`src/panel_pkg.sv`:
```
`default_nettype none

package panel_pkg;

    // panel geometry, two 32-row halves scanned together
    localparam int COL_BITS  = 6;             // 64 columns
    localparam int ADDR_BITS = 5;             // 32 scan rows per half
    localparam int COL_COUNT = 1 << COL_BITS;

    // FM6126 configuration words, shifted msb first and repeated over 64 columns
    localparam logic [15:0] FM_REG1 = 16'h7FFF;
    localparam logic [15:0] FM_REG2 = 16'h0040;

    // latch is held over the tail of each register write
    localparam int FM_LATCH1 = 11;
    localparam int FM_LATCH2 = 12;

    typedef enum logic [3:0] {
        START,        // leave reset, kick off first register write
        INIT1,        // shift FM_REG1
        INIT1_END,
        INIT2,        // shift FM_REG2
        INIT2_END,
        STARTUP,      // settle time before scanning
        SHIFT_LOW,    // data set up, sclk low
        SHIFT_HIGH,   // sclk high, counter steps
        BLANK,        // blank and latch the row just shifted
        UNBLANK       // present new row address
    } driver_state_t;

endpackage

`default_nettype wire
```
`src/hub75_top.sv`:
```
`default_nettype none

// 64x64 HUB75 panel with FM6126 drivers and an in-tree test pattern
module hub75_top
    import panel_pkg::*;
#(
    parameter int PWM_BITS       = 8,
    parameter int FRAME_BITS     = 10,
    parameter int STARTUP_CYCLES = 16
) (
    input  wire                   clk,
    input  wire                   pll_locked,
    output logic [2:0]            rgb_upper,
    output logic [2:0]            rgb_lower,
    output logic [ADDR_BITS-1:0]  row_addr_out,
    output logic                  blank,
    output logic                  latch,
    output logic                  sclk
);

    logic [COL_BITS-1:0]   column;
    logic [ADDR_BITS-1:0]  row_addr;
    logic [PWM_BITS-1:0]   subframe;
    logic [FRAME_BITS-1:0] frame;
    logic [2:0]            shade_upper;
    logic [2:0]            shade_lower;
    logic                  advance;
    logic                  init_start;
    logic                  init_step;
    logic                  second_reg;
    logic                  init_bit;
    logic                  init_latch;
    logic                  init_done;

    scan_counter #(
        .PWM_BITS   (PWM_BITS),
        .FRAME_BITS (FRAME_BITS)
    ) u_scan_counter (
        .clk        (clk),
        .pll_locked (pll_locked),
        .advance    (advance),
        .column     (column),
        .row_addr   (row_addr),
        .subframe   (subframe),
        .frame      (frame)
    );

    pixel_shader #(
        .PWM_BITS   (PWM_BITS),
        .FRAME_BITS (FRAME_BITS)
    ) u_shader_upper (
        .half       (1'b0),
        .column     (column),
        .row_addr   (row_addr),
        .subframe   (subframe),
        .frame      (frame),
        .rgb        (shade_upper)
    );

    pixel_shader #(
        .PWM_BITS   (PWM_BITS),
        .FRAME_BITS (FRAME_BITS)
    ) u_shader_lower (
        .half       (1'b1),       // rows 32..63
        .column     (column),
        .row_addr   (row_addr),
        .subframe   (subframe),
        .frame      (frame),
        .rgb        (shade_lower)
    );

    fm6126_init u_fm6126_init (
        .clk        (clk),
        .pll_locked (pll_locked),
        .init_start (init_start),
        .init_step  (init_step),
        .second_reg (second_reg),
        .init_bit   (init_bit),
        .init_latch (init_latch),
        .init_done  (init_done)
    );

    panel_driver #(
        .STARTUP_CYCLES (STARTUP_CYCLES)
    ) u_panel_driver (
        .clk          (clk),
        .pll_locked   (pll_locked),
        .column       (column),
        .row_addr     (row_addr),
        .rgb_upper_in (shade_upper),
        .rgb_lower_in (shade_lower),
        .init_bit     (init_bit),
        .init_latch   (init_latch),
        .init_done    (init_done),
        .advance      (advance),
        .init_start   (init_start),
        .init_step    (init_step),
        .second_reg   (second_reg),
        .rgb_upper    (rgb_upper),
        .rgb_lower    (rgb_lower),
        .row_addr_out (row_addr_out),
        .blank        (blank),
        .latch        (latch),
        .sclk         (sclk)
    );

endmodule

`default_nettype wire

```
`src/panel_driver.sv`:
```
`default_nettype none

// panel sequencer: FM6126 init, settle wait, then the row scan
//  row = 64 x (SHIFT_LOW, SHIFT_HIGH) + BLANK + UNBLANK = 130 cycles
module panel_driver
    import panel_pkg::*;
#(
    parameter int STARTUP_CYCLES = 16
) (
    input  wire                   clk,
    input  wire                   pll_locked,
    input  wire [COL_BITS-1:0]    column,
    input  wire [ADDR_BITS-1:0]   row_addr,
    input  wire [2:0]             rgb_upper_in,
    input  wire [2:0]             rgb_lower_in,
    input  wire                   init_bit,
    input  wire                   init_latch,
    input  wire                   init_done,
    output logic                  advance,
    output logic                  init_start,
    output logic                  init_step,
    output logic                  second_reg,
    output logic [2:0]            rgb_upper,
    output logic [2:0]            rgb_lower,
    output logic [ADDR_BITS-1:0]  row_addr_out,
    output logic                  blank,
    output logic                  latch,
    output logic                  sclk
);

    localparam int WAIT_BITS = $clog2(STARTUP_CYCLES + 1);

    driver_state_t        state;
    logic                 phase;       // init column half, 0 data / 1 clock
    logic [WAIT_BITS-1:0] wait_cnt;
    logic                 scanning;

    assign scanning = (state == SHIFT_LOW) || (state == SHIFT_HIGH) ||
                      (state == BLANK) || (state == UNBLANK);

    assign advance    = (state == SHIFT_HIGH);
    assign init_start = (state == START) || (state == INIT1_END);
    assign init_step  = ((state == INIT1) || (state == INIT2)) && phase;
    assign second_reg = (state == INIT1_END) || (state == INIT2);

    always_ff @(posedge clk or negedge pll_locked)
    begin
        if (!pll_locked)
        begin
            state        <= START;
            phase        <= 1'b0;
            wait_cnt     <= '0;
            rgb_upper    <= '0;
            rgb_lower    <= '0;
            row_addr_out <= '0;
            blank        <= 1'b1;   // dark until the first row is latched
            latch        <= 1'b0;
            sclk         <= 1'b0;
        end
        else
        begin
            case (state)
                START:
                begin
                    blank <= 1'b1;
                    state <= INIT1;
                end

                INIT1, INIT2:
                begin
                    phase <= ~phase;
                    if (!phase)
                    begin
                        // same bit on all six data lines
                        rgb_upper <= {3{init_bit}};
                        rgb_lower <= {3{init_bit}};
                        latch     <= init_latch;
                        sclk      <= 1'b0;
                    end
                    else
                    begin
                        sclk <= 1'b1;
                        if (init_done)
                            state <= (state == INIT1) ? INIT1_END : INIT2_END;
                    end
                end

                INIT1_END:
                begin
                    latch <= 1'b0;
                    sclk  <= 1'b0;
                    state <= INIT2;
                end

                INIT2_END:
                begin
                    latch     <= 1'b0;
                    sclk      <= 1'b0;
                    rgb_upper <= '0;
                    rgb_lower <= '0;
                    wait_cnt  <= WAIT_BITS'(STARTUP_CYCLES - 1);
                    state     <= STARTUP;
                end

                STARTUP:
                begin
                    if (wait_cnt == '0)
                        state <= SHIFT_LOW;
                    else
                        wait_cnt <= wait_cnt - 1'b1;
                end

                SHIFT_LOW:
                begin
                    rgb_upper <= rgb_upper_in;     // shader output for this column
                    rgb_lower <= rgb_lower_in;
                    blank     <= 1'b0;
                    sclk      <= 1'b0;
                    state     <= SHIFT_HIGH;
                end

                SHIFT_HIGH:
                begin
                    sclk <= 1'b1;
                    if (column == COL_BITS'(COL_COUNT - 1))
                        state <= BLANK;
                    else
                        state <= SHIFT_LOW;
                end

                BLANK:
                begin
                    blank <= 1'b1;
                    latch <= 1'b1;
                    sclk  <= 1'b0;
                    state <= UNBLANK;
                end

                UNBLANK:
                begin
                    // counter already moved on during the last column
                    row_addr_out <= row_addr - 1'b1;
                    latch        <= 1'b0;
                    state        <= SHIFT_LOW;
                end

                default:
                    state <= START;
            endcase
        end
    end

    a_no_latch_clk: assert property (
        @(posedge clk) disable iff (!pll_locked)
        scanning |-> !(latch && sclk)
    );

    // row latch is a single pulse inside the blank window
    a_latch_blanked: assert property (
        @(posedge clk) disable iff (!pll_locked)
        (scanning && $rose(latch)) |-> blank ##1 (!latch && blank)
    );

endmodule

`default_nettype wire

```
`src/fm6126_init.sv`:
```
`default_nettype none

// serial source for the two FM6126 configuration writes
module fm6126_init
    import panel_pkg::*;
(
    input  wire  clk,
    input  wire  pll_locked,
    input  wire  init_start,   // load pattern and column count
    input  wire  init_step,    // one column shifted
    input  wire  second_reg,   // 0 selects FM_REG1, 1 selects FM_REG2
    output logic init_bit,
    output logic init_latch,
    output logic init_done     // high in the last column of the write
);

    logic [15:0]         pattern;     // msb is the bit on the wire
    logic [COL_BITS-1:0] remain;      // columns left after the current one
    logic [COL_BITS-1:0] latch_len;

    assign latch_len = second_reg ? COL_BITS'(FM_LATCH2) : COL_BITS'(FM_LATCH1);

    assign init_bit   = pattern[15];
    assign init_latch = (remain < latch_len);    // last FM_LATCH columns
    assign init_done  = (remain == '0);

    // pattern rotates so the 16-bit word repeats four times per row
    always_ff @(posedge clk)
    begin
        if (init_start)
            pattern <= second_reg ? FM_REG2 : FM_REG1;
        else if (init_step)
            pattern <= {pattern[14:0], pattern[15]};
    end

    always_ff @(posedge clk or negedge pll_locked)
    begin
        if (!pll_locked)
            remain <= '0;
        else if (init_start)
            remain <= COL_BITS'(COL_COUNT - 1);
        else if (init_step && !init_done)
            remain <= remain - 1'b1;
    end

endmodule

`default_nettype wire

```
`src/pixel_shader.sv`:
```
`default_nettype none

// built-in test pattern for one half of the panel, reduced to 1 bit per channel
module pixel_shader
    import panel_pkg::*;
#(
    parameter int PWM_BITS   = 8,
    parameter int FRAME_BITS = 10
) (
    input  wire                   half,       // 0 upper, 1 lower
    input  wire [COL_BITS-1:0]    column,
    input  wire [ADDR_BITS-1:0]   row_addr,
    input  wire [PWM_BITS-1:0]    subframe,
    input  wire [FRAME_BITS-1:0]  frame,
    output logic [2:0]            rgb         // {b, g, r}
);

    logic [ADDR_BITS:0]  y;
    logic [PWM_BITS-1:0] red;
    logic [PWM_BITS-1:0] green;
    logic [PWM_BITS-1:0] blue;
    logic [PWM_BITS-1:0] cmp;

    assign y = {half, row_addr};

    // horizontal ramp in red, vertical ramp in green
    if (PWM_BITS <= COL_BITS)
    begin : g_trunc
        assign red   = column[COL_BITS-1 -: PWM_BITS];
        assign green = y[ADDR_BITS -: PWM_BITS];
    end
    else
    begin : g_ext
        assign red   = PWM_BITS'(column);
        assign green = PWM_BITS'(y);
    end

    assign blue = frame[PWM_BITS-1:0];    // cycles with the frame count

    // bit reversal spreads the on-time over the subframes, less flicker
    always_comb
    begin
        for (int i = 0; i < PWM_BITS; i++)
            cmp[i] = subframe[PWM_BITS-1-i];
    end

    assign rgb[0] = (red > cmp);
    assign rgb[1] = (green > cmp);
    assign rgb[2] = (blue > cmp);

endmodule

`default_nettype wire

```
`src/scan_counter.sv`:
```
`default_nettype none

// column -> row address -> subframe -> frame, stepped by the driver
module scan_counter
    import panel_pkg::*;
#(
    parameter int PWM_BITS   = 8,
    parameter int FRAME_BITS = 10
) (
    input  wire                   clk,
    input  wire                   pll_locked,
    input  wire                   advance,      // one cycle per shifted column
    output logic [COL_BITS-1:0]   column,
    output logic [ADDR_BITS-1:0]  row_addr,
    output logic [PWM_BITS-1:0]   subframe,
    output logic [FRAME_BITS-1:0] frame
);

    // last subframe before wrap; all ones is skipped so full scale is always on
    localparam logic [PWM_BITS-1:0] SUB_LAST = {{(PWM_BITS - 1){1'b1}}, 1'b0};

    logic col_wrap;
    logic row_wrap;
    logic sub_wrap;

    assign col_wrap = (column == '1);
    assign row_wrap = col_wrap && (row_addr == '1);
    assign sub_wrap = row_wrap && (subframe == SUB_LAST);

    always_ff @(posedge clk or negedge pll_locked)
    begin
        if (!pll_locked)
        begin
            column   <= '0;
            row_addr <= '0;
            subframe <= '0;
            frame    <= '0;
        end
        else if (advance)
        begin
            column <= column + 1'b1;
            if (col_wrap)
                row_addr <= row_addr + 1'b1;     // wraps 31 -> 0 by width
            if (row_wrap)
            begin
                if (sub_wrap)
                    subframe <= '0;              // wrap one early
                else
                    subframe <= subframe + 1'b1;
            end
            if (sub_wrap)
                frame <= frame + 1'b1;
        end
    end

    // the compare value in the shader must never be all ones
    a_subframe_skip: assert property (
        @(posedge clk) disable iff (!pll_locked)
        subframe != '1
    );

endmodule

`default_nettype wire

```
`config.mk`:
```
export PLATFORM = sky130hd
export DESIGN_NAME = hub75_top
export DESIGN_NICKNAME = d
export VERILOG_FILES = /design/src/panel_pkg.sv /design/src/hub75_top.sv /design/src/panel_driver.sv /design/src/fm6126_init.sv /design/src/pixel_shader.sv /design/src/scan_counter.sv
export SDC_FILE = /design/constraint.sdc
export NUM_CORES = 1
export LEC_CHECK = 0
export BUFFER_PORTS_ARGS = -buffer_cell sky130_fd_sc_hd__buf_2
export CAP_MARGIN = 20
export CORE_MARGIN = 2
export CORE_UTILIZATION = 55
export DETAILED_ROUTE_END_ITERATION = 16
export PLACE_DENSITY_LB_ADDON = 0.12
export SYNTH_ARGS = -nofsm -noshare
export SYNTH_HDL_FRONTEND = slang
export SYNTH_SLANG_ARGS = --single-unit
```
`constraint.sdc`:
```
create_clock -name clk -period 3.15 [get_ports clk]
set_input_delay 0.315 -clock clk [delete_from_list [all_inputs] [get_ports clk]]
set_output_delay 0.315 -clock clk [all_outputs]
set_load 0.02 [all_outputs]
```
Yosys cells after proc, flatten, opt, wreduce, memory -nomap -nowiden. Index checks and enable logic that the tools add are counted.

Register bits: 75. Latch bits: 0. Memory bits (writable): 0. Memory bits (read-only): 0. Input port bits: 2. Output and inout port bits: 14. Word-level logic and storage cells: 97. Memories: 0.

Add/sub/neg operators: 7. Multiply operators: 0. Divide/modulo/power cells: 0. Order comparisons: 5. Equal/unequal tests: 17. Shifts and indexed selects: 0. Mux-type cells: 23. Bitwise logic cells: 1. Reduce and logical (&&, ||, !) cells: 29.

Operators by type and width (number): $pmux W4 S9 (1); $mux W16 (2); $pmux W3 S3 (2); $eq A4 B3 Y1 const B (4); $gt A6 B8 Y1 (2); $mux W4 (4); $mux W15 (1); $mux W6 (2); $reduce_and A2 Y1 (6); $add A10 B1 Y10 const B (1); $pmux W5 S2 (1); $sub A5 B1 Y5 const B (2); $mux W3 (3); $reduce_bool A3 Y1 (3); $add A8 B1 Y8 const B (1); $eq A4 B2 Y1 const B (2); $eq A4 B4 Y1 const B (2); $eq A8 B8 Y1 const B (1); $gt A5 B8 Y1 (1); $gt A8 B8 Y1 (1); $mux W8 (1); $reduce_bool A2 Y1 (4); $add A6 B1 Y6 const B (1); $eq A6 B6 Y1 const B (1); 22 further kinds (33).

Logic depth before layout (Yosys ltp).
Depth after elaboration: 6. Mapped depth: 9. Depth with buffers taken out: 8.

Modules after synthesis. From an unflattened synthesis, not the netlist that was laid out.

Cells, all modules: 480. Area, all modules: 4819.6 um^2.

By module, submodules not included: scan_counter (instances 1, cells each 123, area an instance 1455.1 um^2); panel_driver (instances 1, cells each 147, area an instance 1316.3 um^2); fm6126_init (instances 1, cells each 88, area an instance 1084.8 um^2); pixel_shader (instances 2, cells each 60, area an instance 478.0 um^2); hub75_top (instances 1, cells each 2, area an instance 7.5 um^2).

Least setup slack after synthesis. No wires, ideal clock.

Path type: reg2reg. Start: reg u_panel_driver.state[0]. End: reg u_fm6126_init.pattern[0], enable pin. Library setup time: 409 ps. Arrival time: 2066 ps. Data required time: 2741 ps. Setup slack: 674 ps. Stages on the path, launching flop included: 5. Path buffers: 2. Path through: dfrtp_1 buf_2 clkbuf_1 nor2b_1 nor3_1.

Word-level cells in the longest chain between the ends: 4.

Ends and longest elaborated chain: start: declaration (line panel_driver.sv:33) `driver_state_t state;`; start signal: assignment (line panel_driver.sv:84) `state <= (state == INIT1) ? INIT1_END : INIT2_END;`; $eq A4 B1 Y1 or $eq A4 B2 Y1 (tied branches) (line panel_driver.sv:43) `assign init_step = ((state == INIT1) || (state == INIT2)) && phase;`; $logic_or A1 B1 Y1 (line panel_driver.sv:43); $logic_and A1 B1 Y1 (line panel_driver.sv:43); $reduce_bool A2 Y1 (no source line) *; end signal: assignment (line fm6126_init.sv:31) `pattern <= second_reg ? FM_REG2 : FM_REG1;`; end signal: assignment (line fm6126_init.sv:33) `pattern <= {pattern[14:0], pattern[15]};`; end: declaration (line fm6126_init.sv:17) `logic [15:0] pattern;`.

Mark *: on every way between the ends. The rest lies on a longest branch, timed or not. A chain may end at the register's enable or synchronous reset.

Worst setup path in the final report.
Start: reg u_scan_counter.row_addr[1]. End: reg u_scan_counter.frame[1].

Word-level cells in the longest chain between the ends: 4.

Ends and longest elaborated chain: start: declaration (line scan_counter.sv:14) `output logic [ADDR_BITS-1:0] row_addr,`; start signal: assignment (line scan_counter.sv:43) `row_addr <= row_addr + 1'b1;`; $eq A5 B5 Y1 (line scan_counter.sv:27) `assign row_wrap = col_wrap && (row_addr == '1);`; $logic_and A1 B1 Y1 (line scan_counter.sv:27); $logic_and A1 B1 Y1 (line scan_counter.sv:28) `assign sub_wrap = row_wrap && (subframe == SUB_LAST);`; $reduce_and A2 Y1 (no source line); end signal: assignment (line scan_counter.sv:52) `frame <= frame + 1'b1;`; end: declaration (line scan_counter.sv:16) `output logic [FRAME_BITS-1:0] frame`.

No other way between the ends.

==> metrics.txt <==
CTS max path bufs 2; Netlist Area Pre-Place 0.004091 mm2; antenna violations before repair 0; minimum clock period after layout 2319 ps; async set or reset register ratio after synthesis 77.46%; Detailed Place HPWL 6.001 mm; GRT Total Usage 22.02%; antenna diode count 0; synth unique cells 64; Num CTS Buffers 9; DP Worst Slack 850.0 ps; global route overflow 0; Clock transition at path regs 90 ps; #FFs+latches synth 71; post-synth net total 438; global-route wire length before repair 14.37 mm; Worst Clk Skew 10.42 ps; setup violators final 0; Avg Cell Area, Syn 10.13 um2; TritonCTS clock tree built; pin count of the biggest net entering global routing 36; TNS Setup 0 ps; Crit Path Max Fanout 8; die area 0.008145 mm2; final-report hold violation count 0; Die X 90.25 um; Syn Inst Count 404; FF-to-FF Start u_scan_counter.row_addr[1]; Slew Viols, Final 0; CP Launch Type flip-flop; f_max 431.3 MHz; FF-to-FF path depth 7; kind of critical path flip-flop to flip-flop; warnings from Yosys 0; Root Driver clkbuf_8; number of I/O pins 16; Slew HR 47.73%; htree depth 3; Slew @ Worst Pin 784.1 ps; outcome completed; Hold-fix buffers, CTS 0; post-CTS setup buffers 0; crit path DAT 2560 ps; max-cap violation count 0; Nets 450; r2r endpoint u_scan_counter.frame[1]; Vias/cell 5.700; overall die height 90.25 um; fraction of the cycle the final worst path needs 73.61%; Worst Hold Class primary input to async pin; WHS 40.55 ps; CP Capture Type flip-flop; RSZ-0062 raised after global routing false; number of synthesized flops with an enable pin 16; Crit path required time 3390 ps; routed len/inst 15.63 um; DRT iter0 DRCs 166; placed insts 504; row count 31; area grow syn2layout 7.982%; Leak 1.854 nW; TritonRoute pass-1 iters 5; worst skew pair latency 350 ps; PostCTS Resize Cnt 0; core area 0.007214 mm2; number of global-route vias before repair 2961; antenna viol nets, final 0; PortBufs 15; Power Density 371.0 mW/mm2; GP Congestion 0.8992; register area share after synthesis 45.41%; flop2flop setup slack 830 ps; CTS Sinks 71; Primary FF master, synth dfrtp_1; initial core utilization 56.71%; final wirelength 8.125 mm; Finished Layout Cells 520; Max VDD drop 0.2279 mV; routed vias 2964; layout cells sized above 1 13.06%; DRC 0; Final WS setup 831.4 ps
-- critical path: stages (launching register included) --
cell and delay, ps:
dfrtp_1 420, ha_1 190, and3_1 170, ha_1 240, nand2_1 120, or3_1 500, nor2_4 230, mux2_1 340
-- Yosys cell counts (all sizes together), types with 5 or more instances --
cell type	number	area, um2
buf	8	53.80
a21oi	22	110.1
ha	32	400.4
mux2i	5	50.05
nand2b	6	37.54
dfrtp	54	1351
clkbuf	10	37.54
nand4	10	62.56
inv	24	90.09
a21o	15	112.6
nor2b	7	43.79
nor3	13	70.07
nor2	27	108.9
xnor2	17	148.9
xor2	9	78.83
nand3	15	80.08
o22ai	7	43.79
o21ai	15	78.82
nand2	31	116.4
and3	8	51.30
nor4	6	50.04
edfxtp	16	480.5
and2	5	31.28
-- metal layers --
layer | routed length, um | global-route usage [%] | vias up
li1 | - | - | 1476
met1 | 3902 | 30.60 | 1423
met2 | 3845 | 35.03 | 52
met3 | 249 | 3.339 | 13
met4 | 128 | 8.590 | 0
met5 | 0 | 0 | -
-- sequential cells by signal, indices dropped and copies added, names as in the netlist, 3 cells and up --
name / flops
u_scan_counter.column: 6
u_panel_driver.state: 4
u_scan_counter.row_addr: 5
u_panel_driver.row_addr_out: 5
u_scan_counter.subframe: 8
u_fm6126_init.pattern: 16
u_panel_driver.wait_cnt: 5
u_scan_counter.frame: 8
u_fm6126_init.remain: 6
u_panel_driver.rgb_lower: 3
-- cell families (layout without fill, tap and decap cells) --
logic type      Yosys count  after routing  synth area share, %
simple gates            144            144                19.82
xor+xnor                 26             26                5.566
flops                    71             71                45.41
buf+inv                  42             59                4.434
compound gates           81             81                12.94
mux                       8              8                2.049
fa+ha+maj                32             32                9.786
-- cells in the final DEF (no fill, tap or decap), types with 9 or more instances in the layout --
cell type / instances
nor3_1: 11
clkbuf_8: 9
nor2_1: 26
buf_2: 15
dfrtp_1: 54
edfxtp_1: 16
nand3_1: 14
nand4_1: 10
a21o_1: 15
ha_1: 32
xor2_1: 9
o21ai_0: 13
a21oi_1: 22
xnor2_1: 17
nand2_1: 31
inv_1: 24
-- cell type report --
class / count / area, um2
Clock buffer: 9 / 123.9
Fill cell: 602 / 2796
Timing Repair Buffer: 19 / 105.1
Clock inverter: 7 / 60.06
Tap cell: 99 / 123.9
Inverter: 24 / 90.09
Multi-Input combinational cell: 291 / 2057
Sequential cell: 71 / 1858
-- worst max-delay path by stage --
stage                               start                        to  slack (ps)  cells after the start
2_1_floorplan     u_panel_driver.state[0]  u_fm6126_init.pattern[0]         670                      4
3_3_place_gp   u_scan_counter.row_addr[1]   u_scan_counter.frame[1]         910                      7
3_5_place_dp   u_scan_counter.row_addr[1]   u_scan_counter.frame[1]         850                      7
4_1_cts        u_scan_counter.row_addr[1]   u_scan_counter.frame[1]         830                      7
5_1_grt        u_scan_counter.row_addr[1]   u_scan_counter.frame[1]         660                      7
6_report       u_scan_counter.row_addr[1]   u_scan_counter.frame[1]         830                      7
-- power breakdown --
group | internal, mW | leakage [nW] | total [mW] | switching, mW
clock | 0.299 | 0.0848 | 0.689 | 0.390
sequential | 0.935 | 0.803 | 0.935 | 0
combinational | 0.00125 | 0.966 | 0.0147 | 0.0135
total | 1.24 | 1.85 | 1.64 | 0.403
-- metrics by stage --
stage / utilization [%] / total power, mW / instance area [um2]
after floorplan: - / 0.9547 / 4091
after global placement: 58.69 / 0.9702 / 4234
after detailed placement: 58.69 / 0.9706 / 4234
after CTS: 61.24 / 1.660 / 4418
after global routing: 61.24 / 1.702 / 4418
final: 61.24 / 1.639 / 4418
Power figures use the tool's default switching activity.
